<file path="config.mk">
export PLATFORM = sky130hd
export DESIGN_NAME = mips_writeback
export DESIGN_NICKNAME = d
export VERILOG_FILES = /design/src/mips_pkg.sv /design/src/mips_writeback.sv
export SDC_FILE = /design/constraint.sdc
export NUM_CORES = 1
export LEC_CHECK = 0
export BUFFER_PORTS_ARGS = -buffer_cell sky130_fd_sc_hd__buf_2
export CORE_MARGIN = 5
export CORE_UTILIZATION = 43
export DETAILED_ROUTE_END_ITERATION = 8
export PLACE_DENSITY = 0.83
export SYNTH_ARGS = -nofsm -noshare
export SYNTH_HDL_FRONTEND = slang
export SYNTH_SLANG_ARGS = --single-unit
</file>
<file path="constraint.sdc">
create_clock -name clk -period 4.3 [get_ports clk]
set_input_delay 0.86 -clock clk [delete_from_list [all_inputs] [get_ports clk]]
set_output_delay 0.86 -clock clk [all_outputs]
set_load 0.01 [all_outputs]
</file>
<file path="src/mips_pkg.sv">
package mips_pkg;

	// Data, address and instruction words share one width
	typedef logic [31:0] word_t;
	typedef logic [4:0] reg_addr_t;

	// Primary opcodes, bits 31:26
	typedef enum logic [5:0] {
		op_special = 6'h00,
		op_j       = 6'h02,
		op_jal     = 6'h03,
		op_beq     = 6'h04,
		op_bne     = 6'h05,
		op_addiu   = 6'h09,
		op_slti    = 6'h0A,
		op_andi    = 6'h0C,
		op_ori     = 6'h0D,
		op_xori    = 6'h0E,
		op_lui     = 6'h0F,
		op_lw      = 6'h23,
		op_sw      = 6'h2B
	} opcode_t;

	// SPECIAL funct codes, bits 5:0
	typedef enum logic [5:0] {
		fn_sll   = 6'h00,
		fn_srl   = 6'h02,
		fn_sra   = 6'h03,
		fn_jr    = 6'h08,
		fn_mfhi  = 6'h10,
		fn_mflo  = 6'h12,
		fn_multu = 6'h19,
		fn_addu  = 6'h21,
		fn_subu  = 6'h23,
		fn_and   = 6'h24,
		fn_or    = 6'h25,
		fn_xor   = 6'h26,
		fn_slt   = 6'h2A,
		fn_sltu  = 6'h2B
	} funct_t;

	typedef enum logic [3:0] {
		alu_add, alu_sub, alu_and, alu_or, alu_xor, alu_slt,
		alu_sltu, alu_sll, alu_srl, alu_sra, alu_lui
	} alu_op_t;

	// Source of the register file write value
	typedef enum logic [2:0] {wb_alu, wb_mem, wb_link, wb_hi, wb_lo} wb_sel_t;

	localparam word_t reset_vector = 32'hBFC00000;
	// Jumping here ends the program
	localparam word_t halt_address = 32'h00000000;
	localparam reg_addr_t reg_v0 = 5'd2;
	localparam reg_addr_t reg_ra = 5'd31;

endpackage

</file>
<file path="src/mips_writeback.sv">
module mips_writeback (
	input  logic              clk,
	input  logic              reset,
	input  logic              enable,
	input  logic              hilo_write,
	input  mips_pkg::wb_sel_t wb_sel,
	input  mips_pkg::word_t   alu_result,
	input  mips_pkg::word_t   mem_data,
	input  mips_pkg::word_t   pc_plus4,
	input  mips_pkg::word_t   product_hi,
	input  mips_pkg::word_t   product_lo,
	output mips_pkg::word_t   write_data
);
	import mips_pkg::*;

	word_t hi;
	word_t lo;

	// HI/LO load together on MULTU
	always_ff @(posedge clk) begin
		if (reset) begin
			hi <= '0;
			lo <= '0;
		end else if (enable && hilo_write) begin
			hi <= product_hi;
			lo <= product_lo;
		end
	end

	// Register write value
	always_comb begin
		unique case (wb_sel)
			wb_alu: write_data = alu_result;
			wb_mem: write_data = mem_data;
			// Return address for JAL, no delay slot
			wb_link: write_data = pc_plus4;
			wb_hi: write_data = hi;
			wb_lo: write_data = lo;
			default: write_data = alu_result;
		endcase
	end

endmodule

</file>
# Yosys cells after proc, flatten, opt, wreduce, memory -nomap -nowiden
# Cells that the tools add are included.
op_classes:
  addsub: 0
  multipliers: 0
  div_mod_pow: 0
  magnitude_cmp: 0
  n_eq_ne: 4
  n_shift: 0
  n_mux: 1
  bitwise: 0
  n_reduce_logical: 1
op_table:
  columns: ["op", "n"]
  rows:
  - ["case mux 32 bit (4 select lines)", 1]
  - ["== test 3 x 2 -> 1 bit (second input constant)", 2]
  - ["== test 3 x 1 -> 1 bit (second input constant)", 1]
  - ["== test 3 bit (second input constant)", 1]
  - ["logical AND 1 bit", 1]
totals:
  reg_bits: 64
  latchBits: 0
  mem_bits_rw: 0
  rom_bits: 0
  memories: 0

# Longest topological paths before layout
logic_depth:
  ltp_word: 2
  mapped_depth: 5
  ltp_nobuf: 3

# Least setup slack after synthesis
# Ideal clock, no wire load.
synth_path:
  path_kind: "input to output"
  startpoint: "input port wb_sel[1]"
  endpoint: "output port write_data[14]"
  arrival_ns: 1.770
  path_slack_ns: 1.670
  path_stages: 5
  path_cell_list: "and2_1 > buf_6 > buf_6 > a221o_1 > o22a_1"
synth_via:
  elab_chain_cells: 2
  word_cells_on_any_way: 5
synth_lines:
  columns: ["item", "line", "source"]
  rows:
  - ["start: declaration", "mips_writeback.sv:6", "input mips_pkg::wb_sel_t wb_sel,"]
  - ["== test 3 bit, or another cell as far along", "mips_writeback.sv:32", "unique case (wb_sel)"]
  - ["case mux 32 bit (4 select lines) *", "mips_writeback.sv:32", null]
  - ["end: declaration", "mips_writeback.sv:12", "output mips_pkg::word_t write_data"]
# Mark *: on every way between the ends. The rest lies on a longest branch, timed or not.

# Final worst setup path
layout_path:
  startpoint: "input port wb_sel[0]"
  endpoint: "output port write_data[3]"
# Same word-level chain as after synthesis.

==> impl_metrics.yaml <==
status:
  status: "complete, no violations"
synth:
  yosysTopAreaCellShare_pct: 33.2
  ys_types: 18
  ys_seq_elements: 64
  ys_seq_area_share_pct: 33.2
  synth.most_common_cell: "nand2_1"
  yosysWarnings: 0
  syn_avg_cell_area_um2: 7.59
  synth-edff-count: 0
  syn-cell-area_um2: 3860
  ys_async_sr_fraction_pct: 0
  synth.area.top_cells: "dfxtp_1, nand2_1, a21oi_1, nand3b_1, a221o_1"
  syn_nets: 676
  ys.flop_type: "dfxtp_1"
  synth_top_area_cell: "dfxtp_1"
  postSynthCellCount: 509
  synth.top_cells.by_count: "nand2_1, a21oi_1, dfxtp_1, nand3b_1"
detailed_routing:
  drt_iter0_markers: 200
  num_vias: 4450
  wl_per_cell_um: 17.2
  firstDrtPassIters: 5
  drc: 0
  wl_um: 13400
  avgViaCountPerCell: 5.69
  ant_nets: 0
die:
  die_h_um: 105
  fp.coreArea_um2: 8720
  ios: 199
  die-width_um: 105
  start_util_pct: 44.3
  num_rows: 34
  dieArea_um2: 11000
timing:
  period_minus_slack_ps: 3700
  rsz0062_at_grt: "no"
  slew_headroom_pct: 18.8
  timing.fmax_mhz: 270
  min_period_over_period_pct: 86.2
  drv_slew: 0
  finClkSkew_ps: 0
  setup-violations-final: 0
  fin_tns_setup_ps: 0
  max_slew.worst_pin.slew_ps: 1220
  hold_viol: 0
cts:
  ctsLongestPathBuffers: 2
  cts_tree: "built"
  clock-root-buffer: "clkbuf_8"
  post_cts_buffers: 0
  clk_latency_ps: 330
  cts_sinks: 64
  cts_hold_buf: 0
  post_cts_resized: 0
  cts_max_level: 3
  clk_pin_slew_ps: 60
  numCtsBuffers: 9
placement:
  hpwl_um: 9560
  io_buffer_count: 198
  place.gp.congestion: 0.876
  place_area_um2: 4780
job:
  drv_cap: 0
setup_path:
  cp.arrival_ps: 2840
  required_ps: 3440
  end_kind: "output pin"
  worstPathMaxFanout: 39
  crit_type: "input pin to output pin"
  worstSetupStartpointType: "input pin"
grt:
  grt_pass1_wl_um: 21100
  grt_pass1_vias: 4378
  grt_usage_pct: 23.0
  grt_max_degree: 67
  antenna_found_initial: 0
  gr-total-overflow: 0
final_layout:
  synthToLayoutAreaGrowth_pct: 27.3
  antenna_cells: 0
  nets: 839
  drive_gt1_share_pct: 32.9
  design_area_um2: 4920
power_and_ir_drop:
  power_density_nw_per_um2: 283
  ir_drop_uv: 166
  power.leakage_uw: 0.00208
  power_uw: 1390
worst_hold_path:
  hp-class: "flip-flop to flip-flop"
==> logic make-up (layout without fill, tap and decap cells) <==
kind of cell | count (synthesis) | after routing | share of synthesized area, %
AO/OA/AOI/OAI | 161 | 161 | 28.4
buffers and inverters | 54 | 219 | 7.55
flip-flops | 64 | 64 | 33.2
AND/OR/NAND/NOR | 230 | 230 | 30.9
==> report_power, final <==
group | switching, uW | leakage [uW] | internal, uW
clock | 209 | 0.0000749 | 198
combinational | 185 | 0.00148 | 168
sequential | 14.6 | 0.000523 | 621
==> metrics by stage <==
stage / setup slack, ps / cells / hold WS (ps) / utilization (%)
2_1_floorplan: 1670 / 509 / 436 / -
3_3_place_gp: 691 / 769 / 442 / 54.8
3_5_place_dp: 623 / 769 / 448 / 54.8
4_1_cts: 615 / 782 / 457 / 56.4
5_1_grt: 469 / 782 / 479 / 56.4
6_report: 595 / 782 / 455 / 56.4
==> sequential cells by signal, indices dropped and copies added, names as in the netlist <==
signal	count
lo	32
hi	32
==> layout by cell type (no fill, tap or decap) <==
cell type / synthesis / final
a21oi_1: 96 / 96
a221o_1: 32 / 32
and2_1: 2 / 1
and2_2: 0 / 1
buf_12: 0 / 1
buf_2: 11 / 198
buf_4: 4 / 7
clkbuf_1: 26 / 2
clkbuf_8: 0 / 9
clkinv_2: 0 / 2
dfxtp_1: 64 / 64
nand2_1: 129 / 128
nand2_2: 0 / 1
nand2b_1: 30 / 30
nand3b_1: 64 / 64
nor2_2: 1 / 2
nor3_1: 1 / 1
o21a_4: 1 / 1
o22a_1: 32 / 32
or2b_1: 2 / 2
==> path summary, 6_finish.rpt <==
kind	start	endpoint	cells past startpoint	slack (ps)
worst max-delay path	wb_sel[0]	write_data[3]	7	600
worst min-delay path	lo[21]$_SDFFE_PP0P_	lo[21]$_SDFFE_PP0P_	2	460
worst max register to register	hi[30]$_SDFFE_PP0P_	hi[30]$_SDFFE_PP0P_	2	3600
worst min register to register	lo[21]$_SDFFE_PP0P_	lo[21]$_SDFFE_PP0P_	2	460
==> worst max-delay path, stage by stage <==
cell and delay [ps]:
buf_2 410, buf_4 440, o21a_4 450, nor2_2 90, buf_4 220, o22a_1 220
buf_2 140
==> cell type report <==
type                    count  area, um2
clock buffers              11        131
repair buffers            206       1060
fillers                   839       3800
clock inverters             2       10.0
flip-flops and latches     64       1280
well taps                 108        135
multi-input cells         391       2300
==> metal layers <==
metal / wire (um) / up-vias / GRT usage [%]
li1: - / 2132 / -
met2: 6630 / 201 / 39.0
met1: 5510 / 2097 / 28.0
met4: 221 / 0 / 7.95
met3: 1080 / 20 / 6.23
met5: 0 / - / 0
Power figures use the tool's default switching activity.
