`config.mk`:
```
export PLATFORM = sky130hd
export DESIGN_NAME = mips_regfile
export DESIGN_NICKNAME = d
export VERILOG_FILES = /design/src/mips_pkg.sv /design/src/mips_regfile.sv
export SDC_FILE = /design/constraint.sdc
export NUM_CORES = 2
export LEC_CHECK = 0
export BUFFER_PORTS_ARGS = -buffer_cell sky130_fd_sc_hd__buf_4
export CORE_ASPECT_RATIO = 0.9
export CORE_MARGIN = 2
export CORE_UTILIZATION = 63
export DETAILED_ROUTE_END_ITERATION = 12
export GPL_ROUTABILITY_DRIVEN = 0
export GPL_TIMING_DRIVEN = 0
export HOLD_SLACK_MARGIN = 0.02
export PLACE_DENSITY = 0.89
export REMOVE_ABC_BUFFERS = 1
export SLEW_MARGIN = 10
export SYNTH_ARGS = -nofsm -noshare
export SYNTH_HDL_FRONTEND = slang
export SYNTH_SLANG_ARGS = --single-unit
```
`constraint.sdc`:
```
create_clock -name clk -period 2.75 [get_ports clk]
set_input_delay 0.55 -clock clk [delete_from_list [all_inputs] [get_ports clk]]
set_output_delay 0.55 -clock clk [all_outputs]
set_load 0.1 [all_outputs]
```
`src/mips_pkg.sv`:
```
package mips_pkg;

	// Data, address and instruction words share one width
	typedef logic [31:0] word_t;
	typedef logic [4:0] reg_addr_t;

	// Primary opcodes, bits 31:26
	typedef enum logic [5:0] {
		op_special = 6'h00,
		op_j       = 6'h02,
		op_jal     = 6'h03,
		op_beq     = 6'h04,
		op_bne     = 6'h05,
		op_addiu   = 6'h09,
		op_slti    = 6'h0A,
		op_andi    = 6'h0C,
		op_ori     = 6'h0D,
		op_xori    = 6'h0E,
		op_lui     = 6'h0F,
		op_lw      = 6'h23,
		op_sw      = 6'h2B
	} opcode_t;

	// SPECIAL funct codes, bits 5:0
	typedef enum logic [5:0] {
		fn_sll   = 6'h00,
		fn_srl   = 6'h02,
		fn_sra   = 6'h03,
		fn_jr    = 6'h08,
		fn_mfhi  = 6'h10,
		fn_mflo  = 6'h12,
		fn_multu = 6'h19,
		fn_addu  = 6'h21,
		fn_subu  = 6'h23,
		fn_and   = 6'h24,
		fn_or    = 6'h25,
		fn_xor   = 6'h26,
		fn_slt   = 6'h2A,
		fn_sltu  = 6'h2B
	} funct_t;

	typedef enum logic [3:0] {
		alu_add, alu_sub, alu_and, alu_or, alu_xor, alu_slt,
		alu_sltu, alu_sll, alu_srl, alu_sra, alu_lui
	} alu_op_t;

	// Source of the register file write value
	typedef enum logic [2:0] {wb_alu, wb_mem, wb_link, wb_hi, wb_lo} wb_sel_t;

	localparam word_t reset_vector = 32'hBFC00000;
	// Jumping here ends the program
	localparam word_t halt_address = 32'h00000000;
	localparam reg_addr_t reg_v0 = 5'd2;
	localparam reg_addr_t reg_ra = 5'd31;

endpackage

```
`src/mips_regfile.sv`:
```
module mips_regfile (
	input  logic                clk,
	input  logic                reset,
	input  logic                enable,
	input  logic                write_enable,
	input  mips_pkg::reg_addr_t rs_addr,
	input  mips_pkg::reg_addr_t rt_addr,
	input  mips_pkg::reg_addr_t rd_addr,
	input  mips_pkg::word_t     rd_data,
	output mips_pkg::word_t     rs_data,
	output mips_pkg::word_t     rt_data,
	output mips_pkg::word_t     register_v0
);
	import mips_pkg::*;

	word_t regs [32];

	// Register zero is never written, so it stays at its reset value
	always_ff @(posedge clk) begin
		if (reset) begin
			for (int i = 0; i < 32; i++) begin
				regs[i] <= '0;
			end
		end else if (enable && write_enable && (rd_addr != 5'd0)) begin
			regs[rd_addr] <= rd_data;
		end
	end

	// Combinational reads
	assign rs_data = regs[rs_addr];
	assign rt_data = regs[rt_addr];

	// Tap for the result register
	assign register_v0 = regs[reg_v0];

endmodule

```
==> metrics, run 1 <==
initial antenna violation count=50; number of enable flip-flop cells after synthesis=1,024; num ports=approximately 150; worst ep type=output port; gr usage total=71.0%; Mapped Area=56,100 µm²; placed cell areas=58,400 µm²; die height=between 200 and 300 µm; FP Rows=103; top cell type's share of synthesized area=between 50% and 60%; largest cells by area after synthesis=edfxtp_1, mux2i_1, and2_1, a22oi_1, a22o_1; CTS buffer count=101; Yosys cell types=32; chip width=approximately 320 µm; H-Tree Depth=3; Fail Step=global routing (5_1_grt); Clock Tree Buf Depth=3; most instantiated cells after synthesis=edfxtp_1, mux2i_1, and2_1; CTS root buf=clkbuf_16; status=did not finish; grt ovf=8; Mapped Avg Cell Area=12.2 µm²; Seq cells post-synth=between 1,000 and 1,500; Initial Util=63.8%; pin count of the biggest net entering global routing=66; Mapped Cells=4,604; Worst EP post-GRT repair=rs_data[10]; area leader, netlist=edfxtp_1; register area share after synthesis=54.8%; Synth warnings=0; # port buffers=roughly 150; Post-DP HPWL=between 100,000 and 150,000 µm; Async SR Flop Fraction=0%; hold buffers post-CTS=0; ys flop type=edfxtp_1; clock sink count=1,024; Stop Error=[ERROR GRT-0232] Routing congestion too high. Check the congestion heatmap in the GUI.
[kinds of logic after synthesis]
group	count (synthesis)	share of synthesized area [%]
AOI/OAI and AO/OA	576	7.00
buffers and inverters	445	4.09
DFF	1024	54.8
muxes	1024	18.3
other	1	0.00669
and+or+nand+nor	1534	15.8
[per-stage QoR]
step / instances / utilization (%) / worst slack [ns]
2_1_floorplan: 4190 / - / -3.93
3_3_place_gp: 5491 / 64.2 / -11.39
3_5_place_dp: 5566 / 66.4 / -1.93
4_1_cts: 6011 / 78.8 / -0.310
[routing by layer]
| metal | GRT usage (%) | overflow |
|---|---|---|
| met1 | 69.1 | 0 |
| met2 | 84.0 | 3 |
| met3 | 62.0 | 1 |
| met4 | 68.3 | 4 |
| met5 | 44.5 | 0 |
[what timing repair did]
action,in CTS
setup buffers,143
endpoints found under the setup margin,1024
cloned,116
pin swaps,171
gates resized for setup,645
==> run 2, diff against run 1 <==
--- a/config.mk
+++ b/config.mk
@@ -6,14 +6,12 @@
 export NUM_CORES = 2
 export LEC_CHECK = 0
 export BUFFER_PORTS_ARGS = -buffer_cell sky130_fd_sc_hd__buf_4
-export CORE_ASPECT_RATIO = 0.9
 export CORE_MARGIN = 2
-export CORE_UTILIZATION = 63
+export CORE_UTILIZATION = 40
 export DETAILED_ROUTE_END_ITERATION = 12
 export GPL_ROUTABILITY_DRIVEN = 0
 export GPL_TIMING_DRIVEN = 0
-export HOLD_SLACK_MARGIN = 0.02
-export PLACE_DENSITY = 0.89
+export PLACE_DENSITY_LB_ADDON = 0.15
 export REMOVE_ABC_BUFFERS = 1
 export SLEW_MARGIN = 10
 export SYNTH_ARGS = -nofsm -noshare
==> metrics, run 2 <==
status=finished, violations left; failing checks=negative setup slack; hold buffers post-CTS=0; post-route cell area=72,100 µm²; Net count, final=4,893; Clk pwr share=36.5%; area grow syn2layout=28.5%; Seq cells post-synth=1,024; final antenna-violating net count=0; # setup viols final=339; area of the core=139,000 µm²; Crit-path slowest cell=a31oi_4; Mapped Area=56,100 µm²; Sequential Power Share=between 40% and 50%; leakage=about 28 nW; initial antenna violation count=15; commonest non-fill, non-tap cell in the layout=edfxtp_1; Pins Over Slew Limit=0; Worst Path Arrival=2.58 ns; grt ovf=0; non-filler instance count after layout=6,810; CP Capture Type=primary output; chip width=about 380 µm; first-pass GRT wire length=300,000 µm; first-pass iteration count of the detailed router=6; Critical Path Max Stage Delay=0.32 ns; post-route setup slack=-0.380 ns; beginning of the critical path=rt_addr[1]; H-Tree Depth=3; worst-path cell chain=buf_16 -> buf_16 -> buf_16 -> buf_16 -> buf_4 -> buf_4 -> mux2i_1 -> a22o_1 -> nor3_4 -> a31oi_4 -> nand3_4 -> buf_12; die height=378 µm; max_slew headroom=4.83%; clock sink count=1,024; fin crit share=114%; Clock Pin Slew Worst Setup and Hold Paths=approximately 0.060 ns; FP Rows=between 100 and 150; hold depth=1; most frequent cells in the layout=edfxtp_1, and2_1, mux2i_1; Setup WS pre-CTS=-2.28 ns; # placed instances=6,302; Required @ worst endpoint=~2.2 ns; number of global-route vias before repair=39,200; switching part of the total=28.7%; # port buffers=146; Synth warnings=0; Yosys cell types=32; Initial Util=approximately two fifths; CP Buf/Inv Count=7; number of enable flip-flop cells after synthesis=1,024; num ports=147; Worst-Margin Slew=around 1.4 ns; Async SR Flop Fraction=0%; top cell type's share of synthesized area=54.8%; routed wire length=222,000 µm; Tmin final=about 3.1 ns; RSZ-0062 raised after global routing=true; PwrDens=580 nW/µm²; Routed wire per std cell=32.6 µm; Clock Tree Buf Depth=3; CP dominant cell by count=buf_16; ys flop type=edfxtp_1; Gate power share=19.4%; Mapped Cells=4,604; Regs by FF count=regs: 1024 flops; Max Fanout on Critical Path=7; gr usage total=29.9%; internal cell power=29.8 mW; DIE AREA=143,000 µm²; Mapped Avg Cell Area=12.2 µm²; Critical Path Stages=12; final hold viol count=0; DRC Markers=0; via/cell ratio=a little under 6; CTS tree=yes; total power=41.8 mW; Post-DP HPWL=113,000 µm; worst setup path class=in2out; initial drt markers=4,334; Setup crit start kind=input port; Crit path max-delay family=buffers and inverters; share of layout cells above drive strength 1=22.1%; Max-cap violations=0; largest cells by area after synthesis=edfxtp_1, mux2i_1, and2_1, a22oi_1, a22o_1; Switching Power=around 12 mW; register with the most flip-flops=regs; max reg flops=slightly above 1,000; placed cell areas=between 50,000 and 60,000 µm²; register area share after synthesis=54.8%; HP Class=in2reg; CTS buffer count=about 120; pin count of the biggest net entering global routing=66; worst setup path endpoint=rt_data[17]; area leader, netlist=edfxtp_1; vias post-DR=40,400; VDD IR max=roughly 480 µV; most instantiated cells after synthesis=edfxtp_1, mux2i_1, and2_1; CTS root buf=clkbuf_16; Max Freq=319 MHz
## run 2: cell counts after synthesis
Identical to the previous run, type by type.
## run 2: worst min path at each step
stage / startpoint / endpoint
3_3_place_gp: rd_data[27] / regs[3][27]
6_report: reset / regs[0][18]
4_1_cts: rd_data[27] / regs[2][27]
3_5_place_dp: rd_data[20] / regs[10][20]
2_1_floorplan: reset / regs[0][0]
5_1_grt: rd_data[20] / regs[27][20]
## run 2: cells by family (layout without fill, tap and decap cells)
kind of cell    Yosys count  in the layout  synth area share, %
buf+inv                 445            717                 4.09
compound gates          576            576                 7.00
mux                    1024           1024                 18.3
flops                  1024           1024                 54.8
other cells               1             39              0.00669
simple gates           1534           1554                 15.8
## run 2: layout make-up
| cell class | instances | area, µm² |
|---|---|---|
| fillers | 11700 | 67300 |
| diodes | 7 | 17.5 |
| flip-flops and latches | 1024 | 30700 |
| clock buffers | 146 | 3080 |
| repair buffers | 514 | 8730 |
| well taps | 1876 | 2350 |
| multi-input cells | 3186 | 26600 |
| clock inverters | 57 | 541 |
## run 2: power by group through the flow
stage	Sequential, mW	Combinational (mW)	Clock [mW]
2_1_floorplan	18.8	3.20	0
3_3_place_gp	18.7	6.30	0
3_5_place_dp	18.7	5.83	0
4_1_cts	18.4	7.70	15.3
5_1_grt	18.5	8.30	16.0
6_report	18.5	8.10	15.3
## run 2: repair_timing
item                       in CTS  in global routing
setup buffers                 132                 68
setup endpoints to repair     933                505
resized for setup             666                170
pin swaps                     170                189
cloned                         90                 20
## run 2: metal layers
layer	track usage (%)	part of all wire [%]	wire length (µm)
met1	40.2	41	92000
met2	47.7	46	102000
met3	4.72	8.0	17800
met4	13.3	4.7	10500
met5	0	0.015	34
## run 2: per-stage QoR
| stage | TNS, ns | hold slack (ns) | utilization, % |
|---|---|---|---|
| 2_1_floorplan | -251.62 | 0.662 | - |
| 3_3_place_gp | -4089.48 | 1.09 | 41.1 |
| 3_5_place_dp | -1170.09 | 1.10 | 42.8 |
| 4_1_cts | -18.59 | 0.305 | 50.6 |
| 5_1_grt | -17.40 | 0.319 | 51.7 |
| 6_report | -25.01 | 0.316 | 51.7 |
Power figures use the tool's default switching activity.
