**src/mips_pkg.sv**
```systemverilog
package mips_pkg;

	// Data, address and instruction words share one width
	typedef logic [31:0] word_t;
	typedef logic [4:0] reg_addr_t;

	// Primary opcodes, bits 31:26
	typedef enum logic [5:0] {
		op_special = 6'h00,
		op_j       = 6'h02,
		op_jal     = 6'h03,
		op_beq     = 6'h04,
		op_bne     = 6'h05,
		op_addiu   = 6'h09,
		op_slti    = 6'h0A,
		op_andi    = 6'h0C,
		op_ori     = 6'h0D,
		op_xori    = 6'h0E,
		op_lui     = 6'h0F,
		op_lw      = 6'h23,
		op_sw      = 6'h2B
	} opcode_t;

	// SPECIAL funct codes, bits 5:0
	typedef enum logic [5:0] {
		fn_sll   = 6'h00,
		fn_srl   = 6'h02,
		fn_sra   = 6'h03,
		fn_jr    = 6'h08,
		fn_mfhi  = 6'h10,
		fn_mflo  = 6'h12,
		fn_multu = 6'h19,
		fn_addu  = 6'h21,
		fn_subu  = 6'h23,
		fn_and   = 6'h24,
		fn_or    = 6'h25,
		fn_xor   = 6'h26,
		fn_slt   = 6'h2A,
		fn_sltu  = 6'h2B
	} funct_t;

	typedef enum logic [3:0] {
		alu_add, alu_sub, alu_and, alu_or, alu_xor, alu_slt,
		alu_sltu, alu_sll, alu_srl, alu_sra, alu_lui
	} alu_op_t;

	// Source of the register file write value
	typedef enum logic [2:0] {wb_alu, wb_mem, wb_link, wb_hi, wb_lo} wb_sel_t;

	localparam word_t reset_vector = 32'hBFC00000;
	// Jumping here ends the program
	localparam word_t halt_address = 32'h00000000;
	localparam reg_addr_t reg_v0 = 5'd2;
	localparam reg_addr_t reg_ra = 5'd31;

endpackage

```
**src/mips_alu.sv**
```systemverilog
module mips_alu (
	input  mips_pkg::alu_op_t alu_op,
	input  logic              alu_src_imm,
	input  logic              imm_zero_ext,
	input  mips_pkg::word_t   rs_data,
	input  mips_pkg::word_t   rt_data,
	input  logic [15:0]       immediate,
	input  logic [4:0]        shamt,
	output mips_pkg::word_t   alu_result,
	output logic              equal,
	output mips_pkg::word_t   product_hi,
	output mips_pkg::word_t   product_lo
);
	import mips_pkg::*;

	word_t imm_ext;
	word_t operand_b;
	logic [63:0] product;

	// Immediate extension
	assign imm_ext = imm_zero_ext ? {16'h0000, immediate} : {{16{immediate[15]}}, immediate};

	// Second operand
	assign operand_b = alu_src_imm ? imm_ext : rt_data;

	always_comb begin
		unique case (alu_op)
			alu_add: alu_result = rs_data + operand_b;
			alu_sub: alu_result = rs_data - operand_b;
			alu_and: alu_result = rs_data & operand_b;
			alu_or: alu_result = rs_data | operand_b;
			alu_xor: alu_result = rs_data ^ operand_b;
			alu_slt: alu_result = {31'd0, $signed(rs_data) < $signed(operand_b)};
			alu_sltu: alu_result = {31'd0, rs_data < operand_b};
			// Shifts act on rt by the instruction's shamt field
			alu_sll: alu_result = operand_b << shamt;
			alu_srl: alu_result = operand_b >> shamt;
			alu_sra: alu_result = word_t'($signed(operand_b) >>> shamt);
			alu_lui: alu_result = {immediate, 16'h0000};
			default: alu_result = rs_data + operand_b;
		endcase
	end

	// Branch comparison always on the two registers
	assign equal = (rs_data == rt_data);

	// Unsigned 64-bit product for MULTU
	assign product = {32'd0, rs_data} * {32'd0, rt_data};
	assign product_hi = product[63:32];
	assign product_lo = product[31:0];

endmodule

```
**config.mk**
```make
export PLATFORM = sky130hd
export DESIGN_NAME = mips_alu
export DESIGN_NICKNAME = d
export VERILOG_FILES = /design/src/mips_pkg.sv /design/src/mips_alu.sv
export SDC_FILE = /design/constraint.sdc
export NUM_CORES = 2
export LEC_CHECK = 0
export BUFFER_PORTS_ARGS = -buffer_cell sky130_fd_sc_hd__buf_2
export CORE_UTILIZATION = 45
export DETAILED_ROUTE_END_ITERATION = 10
export GPL_TIMING_DRIVEN = 1
export PLACE_DENSITY = 0.63
export SYNTH_ARGS = -nofsm -noshare
export SYNTH_HDL_FRONTEND = slang
export SYNTH_SLANG_ARGS = --single-unit
```
**constraint.sdc**
```tcl
create_clock -name vclk -period 7.18
set_input_delay 0 -clock vclk [all_inputs]
set_output_delay 0 -clock vclk [all_outputs]
set_load 0.05 [all_outputs]
```
# Word-level counts from Yosys, hierarchy flattened
# Cells that the tools add are included.
dict set report totals {
  reg_bits 0
  latch_bits 0
  ram_bits 0
  mem_bits_ro 0
  elab_cells 25
  memories 0
}
dict set report classes {
  n_addsub 2
  multipliers 1
  n_div 0
  n_lt_le_gt_ge 2
  eq_ne 11
  shift 3
  n_mux 3
  bitwise 3
  n_reduce_logical 0
}
# cell n
set ops {}
lappend ops {{one-hot mux 32 bit (10 select lines)} 1}
lappend ops {{< comparator 32 bit} 2}
lappend ops {{multiplier 32 x 32 -> 64 bit} 1}
lappend ops {{two-way mux 32 bit} 2}
lappend ops {{adder 32 bit} 1}
lappend ops {{bitwise AND 32 bit} 1}
lappend ops {{equality test 32 bit} 1}
lappend ops {{OR 32 bit} 1}
lappend ops {{<< shifter 32 x 5 -> 32 bit} 1}
lappend ops {{>> shifter 32 x 5 -> 32 bit} 1}
lappend ops {{>>> shifter 32 x 5 -> 32 bit} 1}
lappend ops {{subtractor 32 bit} 1}
lappend ops {{XOR 32 bit} 1}
lappend ops {{equality test 4 x 3 -> 1 bit, second input constant} 4}
lappend ops {{equality test 4 bit, second input constant} 3}
lappend ops {{equality test 4 x 2 -> 1 bit, second input constant} 2}
lappend ops {{equality test 4 x 1 -> 1 bit, second input constant} 1}

# Depth between registers and ports, before layout
dict set report logic_depth {
  word_depth 4
  ltp_mapped 29
  depth_no_buf 26
}

# Least setup slack after synthesis
# No wires, ideal clock.
dict set report synth_timing {
  kind {input-to-output}
  start {in rt_data[23]}
  end {out product_hi[31]}
  arrival_ns 7.778
  required_time_ns 7.180
  path_slack_ns -0.598
  cell_stages 26
  path_cell_list {clkbuf_1 -> clkbuf_1 -> nand2_1 -> fa_1 -> inv_1 -> fa_1 -> inv_1 -> fa_1 -> inv_1 -> fa_1 -> fa_1 -> fa_1 -> fa_1 -> fa_1 -> ha_1 -> clkbuf_1 -> a21o_1 -> a21oi_1 -> o21ai_1 -> a31o_2 -> o2111ai_1 -> nand4b_1 -> and3_1 -> a311o_1 -> and4_1 -> nor3_1}
}
dict set report synth_via {
  elab_chain_cells 1
}
# element line
set synth_lines {}
lappend synth_lines {{from (decl)} mips_alu.sv:6} ;# input mips_pkg::word_t rt_data,
lappend synth_lines {{multiplier 32 x 32 -> 64 bit} mips_alu.sv:48} ;# assign product = {32'd0, rs_data} * {32'd0, rt_data};
lappend synth_lines {{to (decl)} mips_alu.sv:11} ;# output mips_pkg::word_t product_hi,
# Every way passes these cells.

# Final worst setup path
dict set report layout_timing {
  start {in rs_data[10]}
  end {out product_hi[29]}
}
dict set report layout_via {
  elab_chain_cells 1
}
# element line
set layout_lines {}
lappend layout_lines {{from (decl)} mips_alu.sv:5} ;# input mips_pkg::word_t rs_data,
lappend layout_lines {{multiplier 32 x 32 -> 64 bit} mips_alu.sv:48}
# Every way passes these cells.

==> impl_metrics.toml <==
[status]
outcome = "finished, violations left"
failed_checks = "setup timing"

[layout]
diodes = 0
area_delta_synth_final_pct = 18.7
seqCellArea_sq_um = 0
seq_cells = 0
clockBufferCount = 0
finalCoreUtilization_pct = 54.1
drive_gt1_share_pct = 18.4
nets = 6880

[floorplan]
die-area_sq_um = 96200
core_sq_um = 93700
io_pins = 188
start_util_pct = 45.6
die-height_microns = 310
std_cell_rows = 112
die_w_microns = 310

[sta]
relSlewSlack_pct = 21.6
drv_slew = 0
fin_crit_sh_pct = 104
setup_slack_ns = -0.271
finalCriticalPeriod_ns = 7.45
tightest_slew_ns = 1.17
tns_ns = -0.738
rsz0062_at_grt = "true"
setup_viol = 9
hold_violations = 0
clock.fmax_ghz = 0.134

[synth]
synth_area_leader_cell = "fa_1"
synth_seq_area_share_pct = 0
syn_area_sq_um = 42700
synth_top_area_share_pct = 42.1
synth_warnings = 0
ys_types = 86
syn_inst = 5108
yosys-top-cells-count = "inv_1 (1002), fa_1 (898), and2_1 (579), nand2_1 (574), ha_1 (391)"
synthesis.nets = 6488
syn_avg_cell_area_sq_um = 8.37
synth.most_common_cell = "inv_1"
synthTopCellsByArea = "fa_1 (42%), ha_1 (11%), inv_1 (8.8%)"

[placement]
place.gp.congestion = 1.03
dp_hpwl_mm = 122
io_buffers = 188

[critical_path]
startpoint_type = "input pin"
path_class = "input pin to primary output"
critical_path_required_ns = 7.18
startpoint = "rs_data[10]"
crit_path_end = "product_hi[29]"
critPathArrivalTime_ns = 7.45
worst-path-max-fanout = 4
crit_path_end_kind = "primary output"

[hold_path]
hold_class = "input pin to primary output"

[drt]
drt_iter0_markers = 3080
wl_mm = 148
wl_per_cell_microns = 21.9
via_per_inst = 5.59
antenna_left = 0
vias = 37700
drc = 0
firstDrtPassIters = 7

[grt]
grt_overflow_total = 0
grt_pass1_wl_mm = 227
antenna_found_initial = 2
grt_usage_pct = 30.8
grt_pass1_vias = 38300
grt_max_degree = 58

[run]
drv_cap = 0

[clocking]
hold_buffers = 0
==> metal layers <==
metal  GRT usage [%]  part of all wire (%)
met1            41.7                    41
met2            50.7                    48
met3            3.64                   7.0
met4            11.3                   4.7
met5               0                0.0095
==> kinds of logic (layout without fill, tap and decap cells) <==
logic type / after synthesis / count (layout) / synth area share (%)
simple gates: 1583 / 1583 / 18.4
buf+inv: 1332 / 1722 / 11.8
fa+ha+maj: 1289 / 1289 / 53.5
compound gates: 723 / 723 / 11.1
mux: 123 / 123 / 3.95
xor+xnor: 58 / 58 / 1.19
==> what timing repair did <==
action                                  4_1_cts  5_1_grt
cloned                                        9        5
endpoints found under the setup margin       32       33
pin swaps                                   104      130
buffers inserted                             27       17
resized for setup                           226      217
==> cell type report <==
cell class / instances / area (sq um)
inverter: 1010 / 3790
fill: 8601 / 43000
tap: 1254 / 1570
timing repair buffer: 712 / 6430
multi-input combinational: 3776 / 38900
==> cell usage in the layout (no fill, tap or decap), types with 32 or more instances in the layout <==
cell | synthesis | layout
nor2_1 | 217 | 210
nand2_1 | 574 | 571
a21oi_1 | 207 | 190
and2_1 | 579 | 549
mux2i_1 | 63 | 63
inv_1 | 1002 | 982
buf_6 | 1 | 60
fa_1 | 898 | 869
o21ai_0 | 139 | 124
buf_4 | 8 | 453
buf_12 | 0 | 65
ha_1 | 391 | 364
mux4_2 | 32 | 32
nor3_1 | 53 | 46
a21o_1 | 47 | 47
buf_2 | 18 | 108
==> per-stage QoR <==
stage / area, sq um / setup WS, ns / std cells / hold slack [ns]
after floorplan: 42800 / -0.101 / 5108 / 0.342
after global placement: 48300 / -0.739 / 6698 / 0.794
after detailed placement: 48300 / -0.808 / 6698 / 0.801
after CTS: 49600 / -0.244 / 6734 / 0.715
after global routing: 50700 / -0.474 / 6752 / 0.749
final: 50700 / -0.271 / 6752 / 0.707
==> worst max-delay path: stages <==
cell,delay (ns)
buf_12,0.12
buf_16,0.14
buf_6,0.12
and2_4,0.15
fa_1,0.49
inv_2,0.04
fa_1,0.56
inv_2,0.05
fa_1,0.49
fa_2,0.63
fa_1,0.44
fa_1,0.51
fa_1,0.45
fa_1,0.56
ha_4,0.19
a21o_1,0.21
a21oi_2,0.19
o21ai_2,0.11
a31o_4,0.27
o2111ai_4,0.09
nand4b_1,0.15
buf_6,0.16
and3_4,0.19
a311o_1,0.40
or4b_4,0.51
nand3_4,0.08
buf_8,0.15
==> how the worst min path moves through the flow <==
stage / to / depth (start not counted) / slack, ns / start
after global placement: equal / 6 / 0.79 / rs_data[9]
after global routing: equal / 6 / 0.75 / rs_data[9]
after floorplan: product_lo[0] / 1 / 0.34 / rt_data[0]
after CTS: equal / 6 / 0.71 / rs_data[9]
after detailed placement: equal / 6 / 0.80 / rs_data[4]
final: equal / 6 / 0.71 / rs_data[9]
Power is left out: the tool's default activity adds up to more than one toggle a clock period on the data nets, which glitch-free logic cannot reach.
