==> src/mips_pkg.sv <==
package mips_pkg;

	// Data, address and instruction words share one width
	typedef logic [31:0] word_t;
	typedef logic [4:0] reg_addr_t;

	// Primary opcodes, bits 31:26
	typedef enum logic [5:0] {
		op_special = 6'h00,
		op_j       = 6'h02,
		op_jal     = 6'h03,
		op_beq     = 6'h04,
		op_bne     = 6'h05,
		op_addiu   = 6'h09,
		op_slti    = 6'h0A,
		op_andi    = 6'h0C,
		op_ori     = 6'h0D,
		op_xori    = 6'h0E,
		op_lui     = 6'h0F,
		op_lw      = 6'h23,
		op_sw      = 6'h2B
	} opcode_t;

	// SPECIAL funct codes, bits 5:0
	typedef enum logic [5:0] {
		fn_sll   = 6'h00,
		fn_srl   = 6'h02,
		fn_sra   = 6'h03,
		fn_jr    = 6'h08,
		fn_mfhi  = 6'h10,
		fn_mflo  = 6'h12,
		fn_multu = 6'h19,
		fn_addu  = 6'h21,
		fn_subu  = 6'h23,
		fn_and   = 6'h24,
		fn_or    = 6'h25,
		fn_xor   = 6'h26,
		fn_slt   = 6'h2A,
		fn_sltu  = 6'h2B
	} funct_t;

	typedef enum logic [3:0] {
		alu_add, alu_sub, alu_and, alu_or, alu_xor, alu_slt,
		alu_sltu, alu_sll, alu_srl, alu_sra, alu_lui
	} alu_op_t;

	// Source of the register file write value
	typedef enum logic [2:0] {wb_alu, wb_mem, wb_link, wb_hi, wb_lo} wb_sel_t;

	localparam word_t reset_vector = 32'hBFC00000;
	// Jumping here ends the program
	localparam word_t halt_address = 32'h00000000;
	localparam reg_addr_t reg_v0 = 5'd2;
	localparam reg_addr_t reg_ra = 5'd31;

endpackage

==> src/mips_decode.sv <==
module mips_decode (
	input  mips_pkg::word_t   instr,
	output mips_pkg::alu_op_t alu_op,
	output logic              alu_src_imm,
	output logic              imm_zero_ext,
	output logic              reg_write,
	output logic              reg_dst_rd,
	output logic              link,
	output logic              mem_read,
	output logic              mem_write,
	output logic              branch,
	output logic              branch_ne,
	output logic              jump,
	output logic              jump_reg,
	output logic              hilo_write,
	output mips_pkg::wb_sel_t wb_sel
);
	import mips_pkg::*;

	opcode_t opcode;
	funct_t  funct;

	assign opcode = opcode_t'(instr[31:26]);
	assign funct = funct_t'(instr[5:0]);

	always_comb begin
		// Defaults describe a no-op
		alu_op = alu_add;
		alu_src_imm = 1'b0;
		imm_zero_ext = 1'b0;
		reg_write = 1'b0;
		reg_dst_rd = 1'b0;
		link = 1'b0;
		mem_read = 1'b0;
		mem_write = 1'b0;
		branch = 1'b0;
		branch_ne = 1'b0;
		jump = 1'b0;
		jump_reg = 1'b0;
		hilo_write = 1'b0;
		wb_sel = wb_alu;
		unique case (opcode)
			op_special: begin
				// R-type results go to rd
				reg_dst_rd = 1'b1;
				unique case (funct)
					fn_addu: begin
						alu_op = alu_add;
						reg_write = 1'b1;
					end
					fn_subu: begin
						alu_op = alu_sub;
						reg_write = 1'b1;
					end
					fn_and: begin
						alu_op = alu_and;
						reg_write = 1'b1;
					end
					fn_or: begin
						alu_op = alu_or;
						reg_write = 1'b1;
					end
					fn_xor: begin
						alu_op = alu_xor;
						reg_write = 1'b1;
					end
					fn_slt: begin
						alu_op = alu_slt;
						reg_write = 1'b1;
					end
					fn_sltu: begin
						alu_op = alu_sltu;
						reg_write = 1'b1;
					end
					fn_sll: begin
						alu_op = alu_sll;
						reg_write = 1'b1;
					end
					fn_srl: begin
						alu_op = alu_srl;
						reg_write = 1'b1;
					end
					fn_sra: begin
						alu_op = alu_sra;
						reg_write = 1'b1;
					end
					fn_jr: jump_reg = 1'b1;
					fn_multu: hilo_write = 1'b1;
					fn_mfhi: begin
						reg_write = 1'b1;
						wb_sel = wb_hi;
					end
					fn_mflo: begin
						reg_write = 1'b1;
						wb_sel = wb_lo;
					end
					default: reg_dst_rd = 1'b0;
				endcase
			end
			op_addiu, op_slti, op_andi, op_ori, op_xori, op_lui: begin
				alu_src_imm = 1'b1;
				reg_write = 1'b1;
				// Logical immediates are zero extended
				imm_zero_ext = (opcode == op_andi) || (opcode == op_ori) ||
					(opcode == op_xori);
				unique case (opcode)
					op_slti: alu_op = alu_slt;
					op_andi: alu_op = alu_and;
					op_ori: alu_op = alu_or;
					op_xori: alu_op = alu_xor;
					op_lui: alu_op = alu_lui;
					default: alu_op = alu_add;
				endcase
			end
			op_lw: begin
				// Address is rs plus signed offset
				alu_src_imm = 1'b1;
				reg_write = 1'b1;
				mem_read = 1'b1;
				wb_sel = wb_mem;
			end
			op_sw: begin
				alu_src_imm = 1'b1;
				mem_write = 1'b1;
			end
			op_beq: branch = 1'b1;
			op_bne: begin
				branch = 1'b1;
				branch_ne = 1'b1;
			end
			op_j: jump = 1'b1;
			op_jal: begin
				jump = 1'b1;
				link = 1'b1;
				reg_write = 1'b1;
				wb_sel = wb_link;
			end
			default: begin
			end
		endcase
	end

endmodule

==> config.mk <==
export PLATFORM = sky130hd
export DESIGN_NAME = mips_decode
export DESIGN_NICKNAME = d
export VERILOG_FILES = /design/src/mips_pkg.sv /design/src/mips_decode.sv
export SDC_FILE = /design/constraint.sdc
export NUM_CORES = 1
export LEC_CHECK = 0
export ABC_AREA = 0
export ABC_CLOCK_PERIOD_IN_PS = 3600
export BUFFER_PORTS_ARGS = -buffer_cell sky130_fd_sc_hd__buf_2
export CELL_PAD_IN_SITES_DETAIL_PLACEMENT = 1
export CELL_PAD_IN_SITES_GLOBAL_PLACEMENT = 2
export CORE_AREA = 4 4 60 62
export DETAILED_ROUTE_END_ITERATION = 10
export DIE_AREA = 0 0 64 66
export MAX_ROUTING_LAYER = met4
export PLACE_DENSITY = 0.91
export SLEW_MARGIN = 30
export SYNTH_ARGS = -nofsm -noshare
export SYNTH_HDL_FRONTEND = slang
export SYNTH_SLANG_ARGS = --single-unit
export TNS_END_PERCENT = 50
==> constraint.sdc <==
create_clock -name vclk -period 3.6
set_input_delay 0.54 -clock vclk [all_inputs]
set_output_delay 0.54 -clock vclk [all_outputs]
set_load 0.005 [all_outputs]
# After elaboration in Yosys (flattened, before gate mapping)
# Index checks and enable logic that the tools add are counted.
dict set report word_totals {
  reg_bits 0
  latchBits 0
  ramBits 0
  mem_bits_ro 0
  input_bits 32
  output_inout_bits 19
  word_cells 57
  memories 0
}
dict set report classes {
  addsub 0
  n_mul 0
  div 0
  order_cmp 0
  eq_ne 25
  shifts 0
  mux 21
  n_bitwise 0
  reduce_logical 11
}
# op count
set op_table {}
lappend op_table {{$eq 6x6->1 const B} 9}
lappend op_table {{$eq 6x4->1 const B} 7}
lappend op_table {{$pmux 4 s9} 1}
lappend op_table {{$eq 6x2->1 const B} 4}
lappend op_table {{$pmux 4 s5} 1}
lappend op_table {{$eq 6x5->1 const B} 3}
lappend op_table {{$reduce_or 8->1} 2}
lappend op_table {{$mux 1} 15}
lappend op_table {{$reduce_or 14->1} 1}
lappend op_table {{$eq 6x3->1 const B} 2}
lappend op_table {{$logic_not 6->1} 2}
lappend op_table {{$reduce_or 12->1} 1}
lappend op_table {{$pmux 3 s3} 1}
lappend op_table {{$pmux 4 s2} 1}
lappend op_table {{$pmux 3 s2} 1}
lappend op_table {{$reduce_or 6->1} 1}
lappend op_table {{$reduce_or 2->1} 2}
lappend op_table {{$logic_or 1x1->1} 2}
lappend op_table {{$pmux 1 s2} 1}

# Logic depth before layout (Yosys ltp)
dict set report depth {
  depth_word 4
  mapped_depth 6
  depth_no_buf 4
}

# Worst setup path after synthesis
# OpenSTA, ideal clock, no wires.
dict set report synth_timing {
  path_type {in2out}
  startpoint {input instr[1]}
  endpoint {output wb_sel[0]}
  arrival_time_ps 1908
  setup_slack_ps 1152
  path_stages 5
  n_path_buf 1
  cell_sequence {buf_6 > or4_4 > or4_4 > o21ai_2 > nor4b_4}
}
dict set report synth_via {
  elab_chain_len 3
  word_cells_on_any_way 4
  cone_classes {eq/ne: 2; mux: 2}
}
# element line_no
set synth_rtl {}
lappend synth_rtl {{start, declared} mips_decode.sv:2} ;# input mips_pkg::word_t instr,
lappend synth_rtl {{$eq 6x5->1} mips_decode.sv:46} ;# unique case (funct)
lappend synth_rtl {{$pmux 3 s2 (*)} mips_decode.sv:46}
lappend synth_rtl {{$pmux 3 s3 (*)} mips_decode.sv:42} ;# unique case (opcode)
lappend synth_rtl {{end, declared} mips_decode.sv:16} ;# output mips_pkg::wb_sel_t wb_sel
# Every way passes the cells marked *; elsewhere a longest branch is shown, timed or not.

# Final worst setup path
# Ends and elaborated chain as after synthesis.

==> reports/metrics.yaml <==
yosys:
  yosys.area_share.simple_pct: 56.5
  syn-num-nets: 123
  synth_top_family_by_area: "simple AND/OR/NAND/NOR gates"
  synth-xor-area-share_pct: 0
  synth_cell_types: 39
  syn_avg_cell_area_sq_um: 6.16
  synthDominantCellAreaShare_pct: 7.81
  synthMuxAreaShare_pct: 3.57
  synth_compound_area_share_pct: 29.7
  yosys_warnings: 0
  synth-seq-area-share_pct: 0
  yosysTopAreaCell: "nor2b_1"
  syn_inst: 91
  netlist_area_sq_um: 561
  synthTopCellsByCount: "clkbuf_1, nor2_1, nor2b_1"
  synthAdderAreaFrac_pct: 0
  synth.area.top_cells: "nor2b_1, nor3b_1, clkbuf_1"
floorplan:
  core_sq_um: 3030
  chipHeight_microns: 66
  num_io_pins: 51
  num_rows: 20
  start_util_pct: 18.5
  die_w_microns: 64
  dieArea_sq_um: 4220
timing:
  worst_slew_pin_slew_ns: 0.290
  fin_tns_setup_ns: 0
  final_max_slew_viol_count: 0
  layout_min_cycle_time_ns: 2.68
  slew-limit-headroom_pct: 80.4
  rsz0062_at_grt: "false"
  setup_viol: 0
  fmax_mhz: 373
  period_share_pct: 74.5
  hold_viol: 0
worst_hold_path:
  hp-start: "instr[30]"
  whs_endpoint: "wb_sel[0]"
  whs_path_depth: 3
  min-delay-path-class: "in -> out"
critical_path:
  end_kind: "primary output"
  worst-setup-path-type: "in -> out"
  required_ns: 3.06
  worstSetupStartpointType: "input port"
  arrival_ns: 2.14
  crit_fanout: 10
cts:
  holdBufCountCts: 0
  post_cts_resized: 0
  post_cts_buffers: 0
drt:
  vias: 749
  drtIter0Drc: 27
  postRouteAntennaNets: 0
  drt_pass1_iterations: 4
  vias_per_cell: 4.83
  routed_wl_mm: 2.03
  wl_per_cell_microns: 13.1
  drcViolationCount: 0
place:
  dp_hpwl_mm: 1.67
  gp_congestion: 0.837
  io_buffer_count: 31
  placed_area_sq_um: 721
global_route:
  antenna_found_initial: 0
  grt_pass1_wl_mm: 3.43
  grt_max_degree: 14
  overflow: 0
  grt_pass1_vias: 690
  track_usage_pct: 9.68
power_and_ir_drop:
  ir_drop_mv: 0.0149
  power.leakage_uw: 0.000319
  pwr_density_cell_nw_per_um2: 79.1
status:
  status: "finished clean"
finish:
  final_layout_size_suffix_gt1_share_pct: 33.3
  seqCellArea_sq_um: 0
  fin_area_sq_um: 721
  n_clock_buffer: 0
  seq_cells: 0
  syn_to_final_growth_pct: 28.6
  antennaDiodeCount: 0
  layout.nets: 145
flow_run:
  cap_viol_max_count: 0
==> routing by layer <==
layer / vias to the layer above / GRT usage [%] / wire [microns]
li1: 379 / - / -
met1: 346 / 12.4 / 972
met4: 0 / 0 / 0
met2: 24 / 17.3 / 927
met3: 0 / 1.19 / 129
met5: - / - / 0
==> metrics by stage <==
stage	util (%)	setup WS [ns]	hold slack (ns)	power (uW)	instances
final	23.8	0.918	1.42	57.0	155
after global routing	23.8	0.836	1.43	63.4	155
after CTS	23.8	0.911	1.41	57.3	155
after detailed placement	23.8	0.909	1.42	57.0	155
after global placement	23.8	0.935	1.40	54.9	155
after floorplan	-	1.15	1.10	39.5	91
==> logic make-up (layout without fill, tap and decap cells) <==
kind of cell	count (synthesis)	count (layout)
and+or+nand+nor	51	51
muxes	2	2
buffers and inverters	13	33
AOI/OAI and AO/OA	25	25
==> cell type report <==
class,instances,area (sq um)
multi-input combinational,78,503
tap,44,55.1
fill,403,2310
inverter,2,7.51
timing repair buffer,31,155
==> how the worst max path moves through the flow <==
| stage | slack [ns] | end | cells past startpoint | start |
|---|---|---|---|---|
| floorplan | 1.15 | wb_sel[0] | 5 | instr[1] |
| global placement | 0.94 | wb_sel[0] | 6 | instr[1] |
| detailed placement | 0.91 | wb_sel[0] | 6 | instr[1] |
| CTS | 0.91 | wb_sel[0] | 6 | instr[1] |
| global route | 0.84 | jump_reg | 6 | instr[30] |
| finish | 0.92 | wb_sel[0] | 6 | instr[1] |
==> layout by cell type (no fill, tap or decap), types with 2 or more instances in the layout <==
master / instances
a21o_1: 2
a21oi_1: 6
a31oi_1: 2
buf_2: 31
inv_1: 2
mux2i_1: 2
nand2_1: 6
nand3_1: 3
nor2_1: 9
nor2b_1: 7
nor3_1: 5
nor3b_1: 5
nor4_1: 2
o21ai_0: 4
o22ai_1: 2
or4_4: 2
==> power by group <==
group	leakage [uW]	switching [uW]	internal, uW	total (uW)
Clock	0	0	0	0
Combinational	0.000319	35.0	22.0	57.0
Sequential	0	0	0	0
==> critical path, cell delays in order <==
cell     delay, ns
buf_2         0.16
or4_4         0.55
or4_4         0.45
o21ai_2       0.12
nor4b_4       0.18
buf_2         0.15
Note: power is estimated with default switching activity, not from simulation.
